[config.mk]
export PLATFORM = sky130hd
export DESIGN_NAME = lwc_io_top
export DESIGN_NICKNAME = d
export VERILOG_FILES = /design/src/lwc_pkg.sv /design/src/lwc_segment_parser.sv /design/src/lwc_entry_fifo.sv /design/src/lwc_do_formatter.sv /design/src/lwc_io_top.sv
export VERILOG_INCLUDE_DIRS = /design/src
export SDC_FILE = /design/constraint.sdc
export NUM_CORES = 1
export LEC_CHECK = 0
export ABC_AREA = 1
export CAP_MARGIN = 40
export CORE_MARGIN = 5
export CORE_UTILIZATION = 49
export CTS_CLUSTER_DIAMETER = 30
export CTS_CLUSTER_SIZE = 20
export DETAILED_ROUTE_END_ITERATION = 10
export DONT_BUFFER_PORTS = 1
export PLACE_DENSITY = 0.7
export SLEW_MARGIN = 20
export SYNTH_ARGS = -nofsm -noshare
export SYNTH_HDL_FRONTEND = slang
export SYNTH_SLANG_ARGS = --single-unit
export TNS_END_PERCENT = 5
[constraint.sdc]
create_clock -name clk -period 3.65 [get_ports clk]
set_input_delay 0.9125 -clock clk [delete_from_list [all_inputs] [get_ports clk]]
set_output_delay 0.9125 -clock clk [all_outputs]
set_load 0.02 [all_outputs]
[src/lwc_cfg.svh]
// LWC I/O controller configuration
`ifndef LWC_CFG_SVH
`define LWC_CFG_SVH

// PDI and DO word width
`define LWC_W 32

// Instruction opcodes, top nibble of the instruction word
`define LWC_OP_ENC 4'b0010
`define LWC_OP_HASH 4'b1000

// Segment type codes, top nibble of a segment header
`define LWC_SEG_NPUB 4'b1101
`define LWC_SEG_AD 4'b0001
`define LWC_SEG_MSG 4'b0100
`define LWC_SEG_CT 4'b0101

// Segment header fields
`define LWC_HDR_EOT 25
`define LWC_HDR_LAST 24
`define LWC_HDR_LEN_W 16

// Closing status word, success code in the top nibble
`define LWC_STATUS_OK 32'hE000_0000

`define LWC_FIFO_DEPTH 4

`endif

[src/lwc_pkg.sv]
// Shared types for the LWC I/O path
`include "lwc_cfg.svh"

package lwc_pkg;

    // What a queued entry turns into on DO
    typedef enum logic [1:0] {
        kind_header = 2'd0,
        kind_data   = 2'd1,
        kind_status = 2'd2
    } entry_kind_t;

    // One queued output word
    // nbytes counts valid bytes from the MSB down, only meaningful for data
    typedef struct packed {
        entry_kind_t       kind;
        logic [`LWC_W-1:0] word;
        logic [2:0]        nbytes;
        logic              eot;
    } fifo_entry_t;

endpackage

[src/lwc_segment_parser.sv]
// PDI instruction and segment parser
`timescale 1ns/1ps
`include "lwc_cfg.svh"

module lwc_segment_parser (
    input  logic                 clk,
    input  logic                 rst,
    input  logic [`LWC_W-1:0]    pdi_data,
    input  logic                 pdi_valid,
    output logic                 pdi_ready,
    output logic                 push,
    output lwc_pkg::fifo_entry_t push_entry,
    input  logic                 full
);
    import lwc_pkg::*;

    typedef enum logic [2:0] {
        s_reset,
        s_inst,
        s_decode,
        s_hdr,
        s_data,
        s_status
    } state_t;

    // Segment type currently being walked
    localparam logic [1:0] ph_npub = 2'd0;
    localparam logic [1:0] ph_ad   = 2'd1;
    localparam logic [1:0] ph_msg  = 2'd2;
    localparam logic [1:0] ph_hash = 2'd3;

    localparam logic [`LWC_HDR_LEN_W-1:0] bytes_per_word = 4;

    state_t                    state_q;
    state_t                    state_d;
    logic [1:0]                phase_q;
    logic [1:0]                phase_d;
    logic [3:0]                inst_q;
    logic [`LWC_HDR_LEN_W-1:0] rem_q;
    logic [`LWC_HDR_LEN_W-1:0] rem_d;
    logic                      eot_q;
    logic                      eot_d;
    logic                      last_q;
    logic                      last_d;
    logic                      accept;
    logic [`LWC_HDR_LEN_W-1:0] hdr_len;
    logic [2:0]                word_bytes;
    logic                      seg_done;
    logic                      seg_eot;
    logic                      seg_last;
    logic [3:0]                exp_type;

    assign pdi_ready = (state_q inside {s_inst, s_hdr, s_data}) && !full;
    assign accept    = pdi_valid && pdi_ready;
    assign hdr_len   = pdi_data[`LWC_HDR_LEN_W-1:0];

    // Bytes carried by the current data word
    assign word_bytes = (rem_q > bytes_per_word) ? 3'd4 : rem_q[2:0];

    // Only message headers and message data go downstream
    assign push = (accept && phase_q == ph_msg && (state_q inside {s_hdr, s_data}))
                  || (state_q == s_status && !full);

    always_comb begin
        push_entry      = '0;
        push_entry.word = pdi_data;
        if (state_q == s_status) begin
            push_entry.kind = kind_status;
            push_entry.word = '0;
            push_entry.eot  = 1'b1;
        end else if (state_q == s_data) begin
            push_entry.kind   = kind_data;
            push_entry.nbytes = word_bytes;
            push_entry.eot    = eot_q;
        end else begin
            push_entry.kind = kind_header;
            push_entry.eot  = pdi_data[`LWC_HDR_EOT];
        end
    end

    always_comb begin
        state_d  = state_q;
        phase_d  = phase_q;
        rem_d    = rem_q;
        eot_d    = eot_q;
        last_d   = last_q;
        seg_done = 1'b0;
        seg_eot  = eot_q;
        seg_last = last_q;
        case (state_q)
            s_reset: state_d = s_inst;
            s_inst: begin
                if (accept) begin
                    state_d = s_decode;
                end
            end
            s_decode: begin
                // Unknown opcodes are dropped here
                case (inst_q)
                    `LWC_OP_ENC: begin
                        phase_d = ph_npub;
                        state_d = s_hdr;
                    end
                    `LWC_OP_HASH: begin
                        phase_d = ph_hash;
                        state_d = s_hdr;
                    end
                    default: state_d = s_inst;
                endcase
            end
            s_hdr: begin
                if (accept) begin
                    rem_d  = hdr_len;
                    eot_d  = pdi_data[`LWC_HDR_EOT];
                    last_d = pdi_data[`LWC_HDR_LAST];
                    if (hdr_len == '0) begin
                        // Empty segment carries no data words
                        seg_done = 1'b1;
                        seg_eot  = pdi_data[`LWC_HDR_EOT];
                        seg_last = pdi_data[`LWC_HDR_LAST];
                    end else begin
                        state_d = s_data;
                    end
                end
            end
            s_data: begin
                if (accept) begin
                    rem_d = rem_q - {{(`LWC_HDR_LEN_W-3){1'b0}}, word_bytes};
                    if (rem_q <= bytes_per_word) begin
                        seg_done = 1'b1;
                    end
                end
            end
            s_status: begin
                if (!full) begin
                    state_d = s_inst;
                end
            end
            default: state_d = s_reset;
        endcase

        // Another segment of the same type, the next type, or the status word
        if (seg_done) begin
            if (seg_last || (seg_eot && (phase_q inside {ph_msg, ph_hash}))) begin
                state_d = s_status;
            end else if (seg_eot) begin
                phase_d = phase_q + 2'd1;
                state_d = s_hdr;
            end else begin
                state_d = s_hdr;
            end
        end
    end

    always_ff @(posedge clk or negedge rst) begin
        if (!rst) begin
            state_q <= s_reset;
            phase_q <= ph_npub;
            inst_q  <= '0;
            rem_q   <= '0;
            eot_q   <= 1'b0;
            last_q  <= 1'b0;
        end else begin
            state_q <= state_d;
            phase_q <= phase_d;
            rem_q   <= rem_d;
            eot_q   <= eot_d;
            last_q  <= last_d;
            if (state_q == s_inst && accept) begin
                inst_q <= pdi_data[`LWC_W-1 -: 4];
            end
        end
    end

    always_comb begin
        case (phase_q)
            ph_npub: exp_type = `LWC_SEG_NPUB;
            ph_ad:   exp_type = `LWC_SEG_AD;
            default: exp_type = `LWC_SEG_MSG;
        endcase
    end

    // Counter loaded by the header must still hold bytes in every data cycle
    a_rem_nonzero: assert property (@(posedge clk) disable iff (!rst)
        state_q == s_data |-> rem_q != '0);

    // Encryption headers follow the npub, ad, msg order
    a_hdr_order: assert property (@(posedge clk) disable iff (!rst)
        (accept && state_q == s_hdr && phase_q != ph_hash)
        |-> pdi_data[`LWC_W-1 -: 4] == exp_type);

endmodule

[src/lwc_entry_fifo.sv]
// Entry FIFO between parser and DO formatter
`timescale 1ns/1ps
`include "lwc_cfg.svh"

module lwc_entry_fifo (
    input  logic                 clk,
    input  logic                 rst,
    input  logic                 push,
    input  lwc_pkg::fifo_entry_t push_entry,
    input  logic                 pop,
    output lwc_pkg::fifo_entry_t head,
    output logic                 full,
    output logic                 empty
);
    import lwc_pkg::*;

    localparam int depth = `LWC_FIFO_DEPTH;
    localparam int ptr_w = (depth > 1) ? $clog2(depth) : 1;
    localparam int cnt_w = $clog2(depth + 1);

    localparam logic [ptr_w-1:0] last_ptr = ptr_w'(depth - 1);
    localparam logic [cnt_w-1:0] full_cnt = cnt_w'(depth);

    fifo_entry_t      mem [depth];
    logic [ptr_w-1:0] rd_ptr;
    logic [ptr_w-1:0] wr_ptr;
    logic [cnt_w-1:0] count;

    assign head  = mem[rd_ptr];
    assign full  = (count == full_cnt);
    assign empty = (count == '0);

    always_ff @(posedge clk) begin
        if (push) begin
            mem[wr_ptr] <= push_entry;
        end
    end

    always_ff @(posedge clk or negedge rst) begin
        if (!rst) begin
            rd_ptr <= '0;
            wr_ptr <= '0;
            count  <= '0;
        end else begin
            if (push) begin
                wr_ptr <= (wr_ptr == last_ptr) ? '0 : wr_ptr + 1'b1;
            end
            if (pop) begin
                rd_ptr <= (rd_ptr == last_ptr) ? '0 : rd_ptr + 1'b1;
            end
            case ({push, pop})
                2'b10:   count <= count + 1'b1;
                2'b01:   count <= count - 1'b1;
                default: count <= count;
            endcase
        end
    end

    a_no_pop_empty: assert property (@(posedge clk) disable iff (!rst)
        pop |-> !empty);
    a_no_push_full: assert property (@(posedge clk) disable iff (!rst)
        push |-> !full);

endmodule

[src/lwc_do_formatter.sv]
// DO word formatter
`timescale 1ns/1ps
`include "lwc_cfg.svh"

module lwc_do_formatter (
    input  lwc_pkg::fifo_entry_t head,
    input  logic                 empty,
    output logic                 pop,
    output logic [`LWC_W-1:0]    do_data,
    output logic                 do_valid,
    output logic                 do_last,
    input  logic                 do_ready
);
    import lwc_pkg::*;

    localparam int word_bytes = `LWC_W / 8;

    logic [`LWC_W-1:0] byte_mask;

    // Head of the FIFO is presented directly on DO
    assign do_valid = !empty;
    assign pop      = !empty && do_ready;
    assign do_last  = !empty && (head.kind == kind_status);

    // Byte 0 is the most significant one
    always_comb begin
        byte_mask = '0;
        for (int i = 0; i < word_bytes; i++) begin
            if (i < int'(head.nbytes)) begin
                byte_mask[`LWC_W-1-8*i -: 8] = 8'hff;
            end
        end
    end

    always_comb begin
        case (head.kind)
            kind_header: begin
                // Message header goes out as a ciphertext header
                do_data = {`LWC_SEG_CT, head.word[`LWC_W-5:0]};
            end
            kind_data: begin
                // Padding beyond the segment length is cleared
                do_data = head.word & byte_mask;
            end
            kind_status: begin
                do_data = `LWC_STATUS_OK;
            end
            default: begin
                do_data = '0;
            end
        endcase
    end

    // Data entries carry between one and four valid bytes
    always_comb begin
        if (!empty && head.kind == kind_data) begin
            a_nbytes_range: assert final (head.nbytes >= 3'd1
                                          && head.nbytes <= 3'(word_bytes));
        end
    end

endmodule

[src/lwc_io_top.sv]
// LWC PDI to DO controller top
`timescale 1ns/1ps
`include "lwc_cfg.svh"

module lwc_io_top (
    input  logic              clk,
    input  logic              rst,
    input  logic [`LWC_W-1:0] pdi_data,
    input  logic              pdi_valid,
    output logic              pdi_ready,
    output logic [`LWC_W-1:0] do_data,
    output logic              do_valid,
    output logic              do_last,
    input  logic              do_ready
);
    import lwc_pkg::*;

    logic        push;
    fifo_entry_t push_entry;
    logic        full;
    logic        pop;
    fifo_entry_t head;
    logic        empty;

    lwc_segment_parser u_parser (
        .clk        (clk),
        .rst        (rst),
        .pdi_data   (pdi_data),
        .pdi_valid  (pdi_valid),
        .pdi_ready  (pdi_ready),
        .push       (push),
        .push_entry (push_entry),
        .full       (full)
    );

    lwc_entry_fifo u_fifo (
        .clk        (clk),
        .rst        (rst),
        .push       (push),
        .push_entry (push_entry),
        .pop        (pop),
        .head       (head),
        .full       (full),
        .empty      (empty)
    );

    lwc_do_formatter u_formatter (
        .head     (head),
        .empty    (empty),
        .pop      (pop),
        .do_data  (do_data),
        .do_valid (do_valid),
        .do_last  (do_last),
        .do_ready (do_ready)
    );

endmodule

==> results.py, run 1 <==
metrics = {
    "critical_path": {
        "slowest_stage": "dfrtp_2",
        "path_class": "flop to primary output",
        "crit_required_ns": 2.74,
        "slowest_delay_ns": 0.59,
        "crit_chain": "buf_4 > o21ai_0 > nand2_1 > buf_4 > nand2_1 > o21ai_0 > buf_4",
        "worstRegToRegCells": 13,
        "cpMostUsedCell": "buf_4",
        "arrival_ns": 2.59,
        "start_kind": "flop",
        "worstSetupEndpointType": "primary output",
        "crit_fanout": 31,
    },
    "finish": {
        "final_nets": 920,
        "area_growth_pct": 12.15,
        "drive_gt1_share_pct": 10.94,
        "n_antenna_cell": 0,
        "multiInputGateArea_mm2": 0.002681,
        "n_fill_cell": 1482,
        "register_area_mm2": 0.005296,
    },
    "place": {
        "dp.final_hpwl_mm": 12.28,
        "post-place-ws_ns": 0.4641,
        "place_congestion": 0.9061,
        "io_buffers": 0,
    },
    "grt": {
        "grt_use_total_pct": 19.09,
        "grt_pass1_vias": 5805,
        "antenna_found_initial": 0,
        "grt_pass1_wl_mm": 29.99,
        "grt-ovfl-total": 0,
        "grt_start_max_net_pins": 38,
    },
    "drt": {
        "drc": 0,
        "totalWireLength_mm": 18.91,
        "postRouteAntennaNets": 0,
        "routedWlPerCell_um": 17.00,
        "drt-initial-drc-count": 407,
        "via_count": 6044,
        "firstDrtPassIters": 5,
        "viasPerCell": 5.435,
    },
    "timing": {
        "setup_viol": 0,
        "report.final.slew_viol_count": 0,
        "layout_min_cycle_time_ns": 3.505,
        "finClkSkew_ns": 0.01186,
        "report.final.hold_viol_count": 0,
        "min_period_over_period_pct": 96.04,
        "fmaxAchievable_mhz": 285.3,
        "rsz0062_at_grt": "no",
        "setup_tns_ns": 0,
        "worst_pin_slew_ns": 0.5773,
        "fin_ws_ns": 0.1447,
        "maxSlewHeadroom_pct": 61.51,
    },
    "clock_tree": {
        "cts_root_buf": "clkbuf_16",
        "clk_pin_slew_ns": 0.07,
        "cts_inserted_buffers": 17,
        "htreeDepth": 4,
        "hold_buffers": 0,
        "clk_path_buf_depth": 2,
        "post_cts_buffers": 0,
        "cts_resized": 1,
        "cts_tree": "done",
        "worstSkewPairLatency_ns": 0.43,
        "cts_num_sinks": 182,
    },
    "floorplan": {
        "chipHeight_um": 141.8,
        "dieArea_mm2": 0.02009,
        "start_util_pct": 49.52,
        "io_pins": 71,
        "core_mm2": 0.01718,
        "num_rows": 48,
        "dieWidth_um": 141.8,
    },
    "logic_synthesis": {
        "synth_cell_type_count": 46,
        "synth_area_leaders": "edfxtp_1 (52%), dfrtp_1 (10%), nand2_1 (7.3%), nor2_1 (5.7%), o21ai_0 (4.5%)",
        "netlist_area_mm2": 0.008506,
        "async_flop_share_pct": 18.68,
        "ys_warn_count": 0,
        "synth_area_per_cell_um2": 9.879,
        "ys_ff_latch": 182,
        "yosysMostFrequentCell": "nand2_1",
        "synthFlopType": "edfxtp_1",
        "synth_edf_count": 148,
        "netlist_instances": 861,
        "synth_top_area_share_pct": 52.25,
        "synth_common_cells": "nand2_1 (165), edfxtp_1 (148), nor2_1 (129)",
        "synthesis.nets": 907,
        "synth_area_leader_cell": "edfxtp_1",
        "yosysSeqAreaShare_pct": 62.25,
    },
    "worst_hold_path": {
        "min_path_type": "input pin to asynchronous set/reset pin",
    },
    "power_and_ir_drop": {
        "power_density_mw_per_mm2": 849.4,
        "peakVddDrop_mv": 0.4176,
        "leakage_uw": 0.003871,
    },
    "status": {
        "status": "finished clean",
    },
    "flow_run": {
        "drv_cap": 0,
    },
}
-- layer usage --
metal	vias up	global-route usage [%]	part of all wire, %
met2	162	31.25	49
met4	0	5.758	1.1
met5	-	0	0
li1	2927	-	-
met1	2940	24.55	43
met3	15	5.898	7.1
-- metrics by stage --
step | total power (uW) | hold WS, ns | util [%] | instances | cell area (um2)
floorplan | 5304 | 0.4465 | - | 861 | 8506
global placement | 6124 | 0.4637 | 51.82 | 1080 | 8901
detailed placement | 6188 | 0.4729 | 51.82 | 1080 | 8901
CTS | 8148 | 0.1576 | 55.52 | 1112 | 9537
global route | 8641 | 0.1524 | 55.54 | 1112 | 9539
finish | 8103 | 0.1703 | 55.54 | 1112 | 9539
-- worst paths after layout --
path	start	endpoint	slack, ns
hold reg to reg	u_fifo.count[0]	u_fifo.count[0]	0.48
hold / removal	rst	u_parser.rem_q[13]	0.17
min in group clk	u_fifo.count[0]	u_fifo.count[0]	0.48
setup reg to reg	u_fifo.count[0]	u_fifo.count[2]	0.98
setup / recovery	u_fifo.rd_ptr[0]	do_data[30]	0.14
max in group asynchronous	rst	u_fifo.rd_ptr[0]	3.38
-- report_power, final --
part | internal (uW) | total [uW] | leakage, uW | switching (uW)
Sequential | 2690 | 2900 | 0.00175 | 210
Clock | 1110 | 1950 | 0.000312 | 839
Combinational | 961 | 3260 | 0.00181 | 2290
-- cell type report --
class	count	share of cell area (%)
Sequential cell	182	55.52
Clock buffer	17	4.460
Clock inverter	15	2.177
Tap cell	225	2.951
Timing Repair Buffer	27	2.518
Multi-Input combinational cell	539	28.11
Inverter	107	4.263
-- flip-flops by register name, indices dropped and copies added (netlist names) --
name	flops
u_parser.state_q	3
u_fifo.count	3
u_fifo.wr_ptr	2
u_parser.inst_q	4
u_parser.phase_q	2
u_parser.rem_q	16
u_fifo.mem	148
u_fifo.rd_ptr	2
u_parser.last_q	1
u_parser.eot_q	1
-- critical path, delay by kind of cell (launching register included) --
family / cells / cell delay [ns]
AOI/OAI and AO/OA: 2 / 0.49
DFF: 1 / 0.59
buffers and inverters: 3 / 0.81
and+or+nand+nor: 2 / 0.27
-- cell usage in the layout (no fill, tap or decap), types with 4 or more instances in the layout --
cell and n:
clkinv_4 5, nand2_1 165, o21ai_1 9, buf_4 24, nor3_1 5, inv_1 98
inv_8 5, nor2_1 125, dfrtp_1 33, nor2_4 5, nor2_2 5, o22ai_1 14
inv_2 8, a21oi_1 35, edfxtp_1 148, o21ai_0 76, clkbuf_16 17, nand3_1 39
a32o_1 11, o21ai_2 4, nand4_1 5, ha_1 9
-- kinds of logic after synthesis --
family,synth area share [%]
other cells,0.04409
buf+inv,6.575
fa+ha+maj,1.559
simple gates,18.03
flops,62.25
xor+xnor,0.3090
compound gates,11.09
mux,0.1324
No activity file was read; power rests on OpenSTA's default activity.
==> run 2: changes to the inputs <==
==> constraint.sdc (replaced) <==
create_clock -name clk -period 3.7 [get_ports clk]
set_input_delay 0.925 -clock clk [delete_from_list [all_inputs] [get_ports clk]]
set_output_delay 0.925 -clock clk [all_outputs]
set_load 0.02 [all_outputs]
==> run 2 against run 1 <==
Combinational power is essentially flat. Largest cell class unchanged. Sequential power shrank 2%. Critical path type unchanged. Sequential share of layout area grew 0.81 points. Total power shrank 4.9%. Routed wire length shrank 1.1%. Hold slack gained 0.0087 ns. Non-clock buffer count is the same. Clock skew shrank 0.00083 ns.
==> results.py, run 2 (synthesized netlist as in run 1, its figures left out) <==
metrics = {
    "status": {
        "status": "finished clean",
    },
    "place": {
        "place_congestion": 0.9122,
        "dpl_cell_area_mm2": 0.008864,
        "post-place-ws_ns": 0.5897,
        "io_buffers": 0,
        "dp.final_hpwl_mm": 12.14,
    },
    "clock_tree": {
        "cts_tree": "done",
        "cts_num_sinks": 182,
        "clk_path_buf_depth": 2,
        "clk_pin_slew_ns": 0.07,
        "cts_inserted_buffers": 17,
        "htreeDepth": 4,
        "cts_root_buf": "clkbuf_16",
        "post_cts_buffers": 0,
        "worstSkewPairLatency_ns": 0.43,
    },
    "timing": {
        "report.final.hold_viol_count": 0,
        "maxSlewHeadroom_pct": 62.48,
        "report.final.slew_viol_count": 0,
        "setup_viol": 0,
        "worst_pin_slew_ns": 0.5627,
        "hold-worst-slack_ns": 0.1790,
        "min_period_over_period_pct": 95.31,
        "fin_ws_ns": 0.1734,
        "rsz0062_at_grt": "yes",
        "layout_min_cycle_time_ns": 3.527,
        "fmaxAchievable_mhz": 283.6,
        "finClkSkew_ns": 0.01103,
    },
    "power_and_ir_drop": {
        "peakVddDrop_mv": 0.4017,
        "power_density_mw_per_mm2": 820.0,
        "leakage_uw": 0.003800,
    },
    "floorplan": {
        "num_rows": 48,
        "io_pins": 71,
        "dieArea_mm2": 0.02009,
        "chipHeight_um": 141.8,
        "core_mm2": 0.01718,
        "dieWidth_um": 141.8,
        "start_util_pct": 49.52,
    },
    "worst_hold_path": {
        "min_path_type": "input pin to asynchronous set/reset pin",
    },
    "finish": {
        "largest_registers": "u_fifo.mem: 148 flops, u_parser.rem_q: 16 flops, u_parser.inst_q: 4 flops",
        "area_growth_pct": 10.53,
        "drive_gt1_share_pct": 10.48,
        "final_nets": 920,
        "multiInputGateArea_mm2": 0.002681,
        "n_fill_cell": 1539,
        "layout_commonest_cell": "nand2_1",
        "final_cell_mix": "nand2_1 (165), edfxtp_1 (148), nor2_1 (125), inv_1 (98), o21ai_0 (76)",
        "n_antenna_cell": 0,
        "top_register": "u_fifo.mem",
        "design_area_mm2": 0.009402,
        "largest_register_ffs": 148,
        "register_area_mm2": 0.005296,
    },
    "critical_path": {
        "worstSetupEndpointType": "primary output",
        "arrival_ns": 2.60,
        "start_kind": "flop",
        "crit_required_ns": 2.77,
        "crit_fanout": 29,
        "path_class": "flop to primary output",
    },
    "flow_run": {
        "drv_cap": 0,
    },
    "drt": {
        "totalWireLength_mm": 18.69,
        "via_count": 5875,
        "postRouteAntennaNets": 0,
        "drt-initial-drc-count": 303,
        "routedWlPerCell_um": 16.81,
        "firstDrtPassIters": 4,
        "drc": 0,
        "viasPerCell": 5.283,
    },
    "grt": {
        "grt_start_max_net_pins": 56,
        "grt-ovfl-total": 0,
        "grt_use_total_pct": 19.03,
        "grt_pass1_vias": 5623,
        "grt_pass1_wl_mm": 29.59,
        "antenna_found_initial": 0,
    },
}
[run 2: cell types whose count changed in the layout (fill, tap and decap cells not counted), sizes merged]
cell / before / now
clkbuf: 17 / 21
clkinvlp: 0 / 4
inv: 114 / 111
clkinv: 5 / 3
bufinv: 3 / 0
[run 2: report_power, final]
part           total, uW  switching [uW]  internal [uW]
sequential          2830             175           2650
combinational       3230            2280            943
clock               1650             781            874
total               7710            3240           4470
[run 2: area by class of cell]
cell class / instances / share of cell area (%)
inverters: 107 / 4.285
well taps: 225 / 2.994
repair buffers: 27 / 2.196
multi-input cells: 539 / 28.52
clock inverters: 11 / 0.9848
clock buffers: 21 / 4.685
flip-flops and latches: 182 / 56.33
[run 2: layer usage]
layer | vias up | wire length [um] | global-route usage (%)
met3 | 23 | 1283 | 4.651
met5 | - | 0 | 0
met4 | 0 | 274 | 5.505
li1 | 2927 | - | -
met1 | 2770 | 8070 | 25.33
met2 | 155 | 9060 | 31.23
[run 2: what timing repair did]
action / in CTS / in global routing
hold buffers: 0 / 0
setup endpoints to repair: 0 / 13
gates resized for setup: 0 / 2
[run 2: worst max-delay path, cell delays in order (launching register included)]
cell and delay, ns:
dfrtp_2 0.38, clkinv_2 0.30, buf_4 0.35, nand2_1 0.08
nand3_1 0.10, nand2_1 0.19, buf_4 0.22, nand2_1 0.06
o21ai_0 0.27, buf_4 0.20
[run 2: final timing paths]
check / to / start / slack (ns) / depth (start not counted)
min: u_parser.rem_q[13] / rst / 0.18 / 0
min in group clk: u_fifo.count[0] / u_fifo.count[0] / 0.49 / 1
min reg2reg: u_fifo.count[0] / u_fifo.count[0] / 0.49 / 1
max: do_data[30] / u_fifo.rd_ptr[0] / 0.17 / 9
max reg2reg: u_fifo.count[2] / u_fifo.count[0] / 1.04 / 13
max in group asynchronous: u_fifo.rd_ptr[0] / rst / 3.42 / 0
[run 2: per-stage QoR]
step / std cells / setup TNS [ns] / power [uW] / util, %
floorplan: 861 / 0 / 5232 / -
global placement: 1080 / 0 / 6038 / 51.60
detailed placement: 1080 / 0 / 6100 / 51.60
CTS: 1112 / 0 / 7754 / 54.71
global route: 1112 / -0.02815 / 8245 / 54.73
finish: 1112 / 0 / 7709 / 54.73
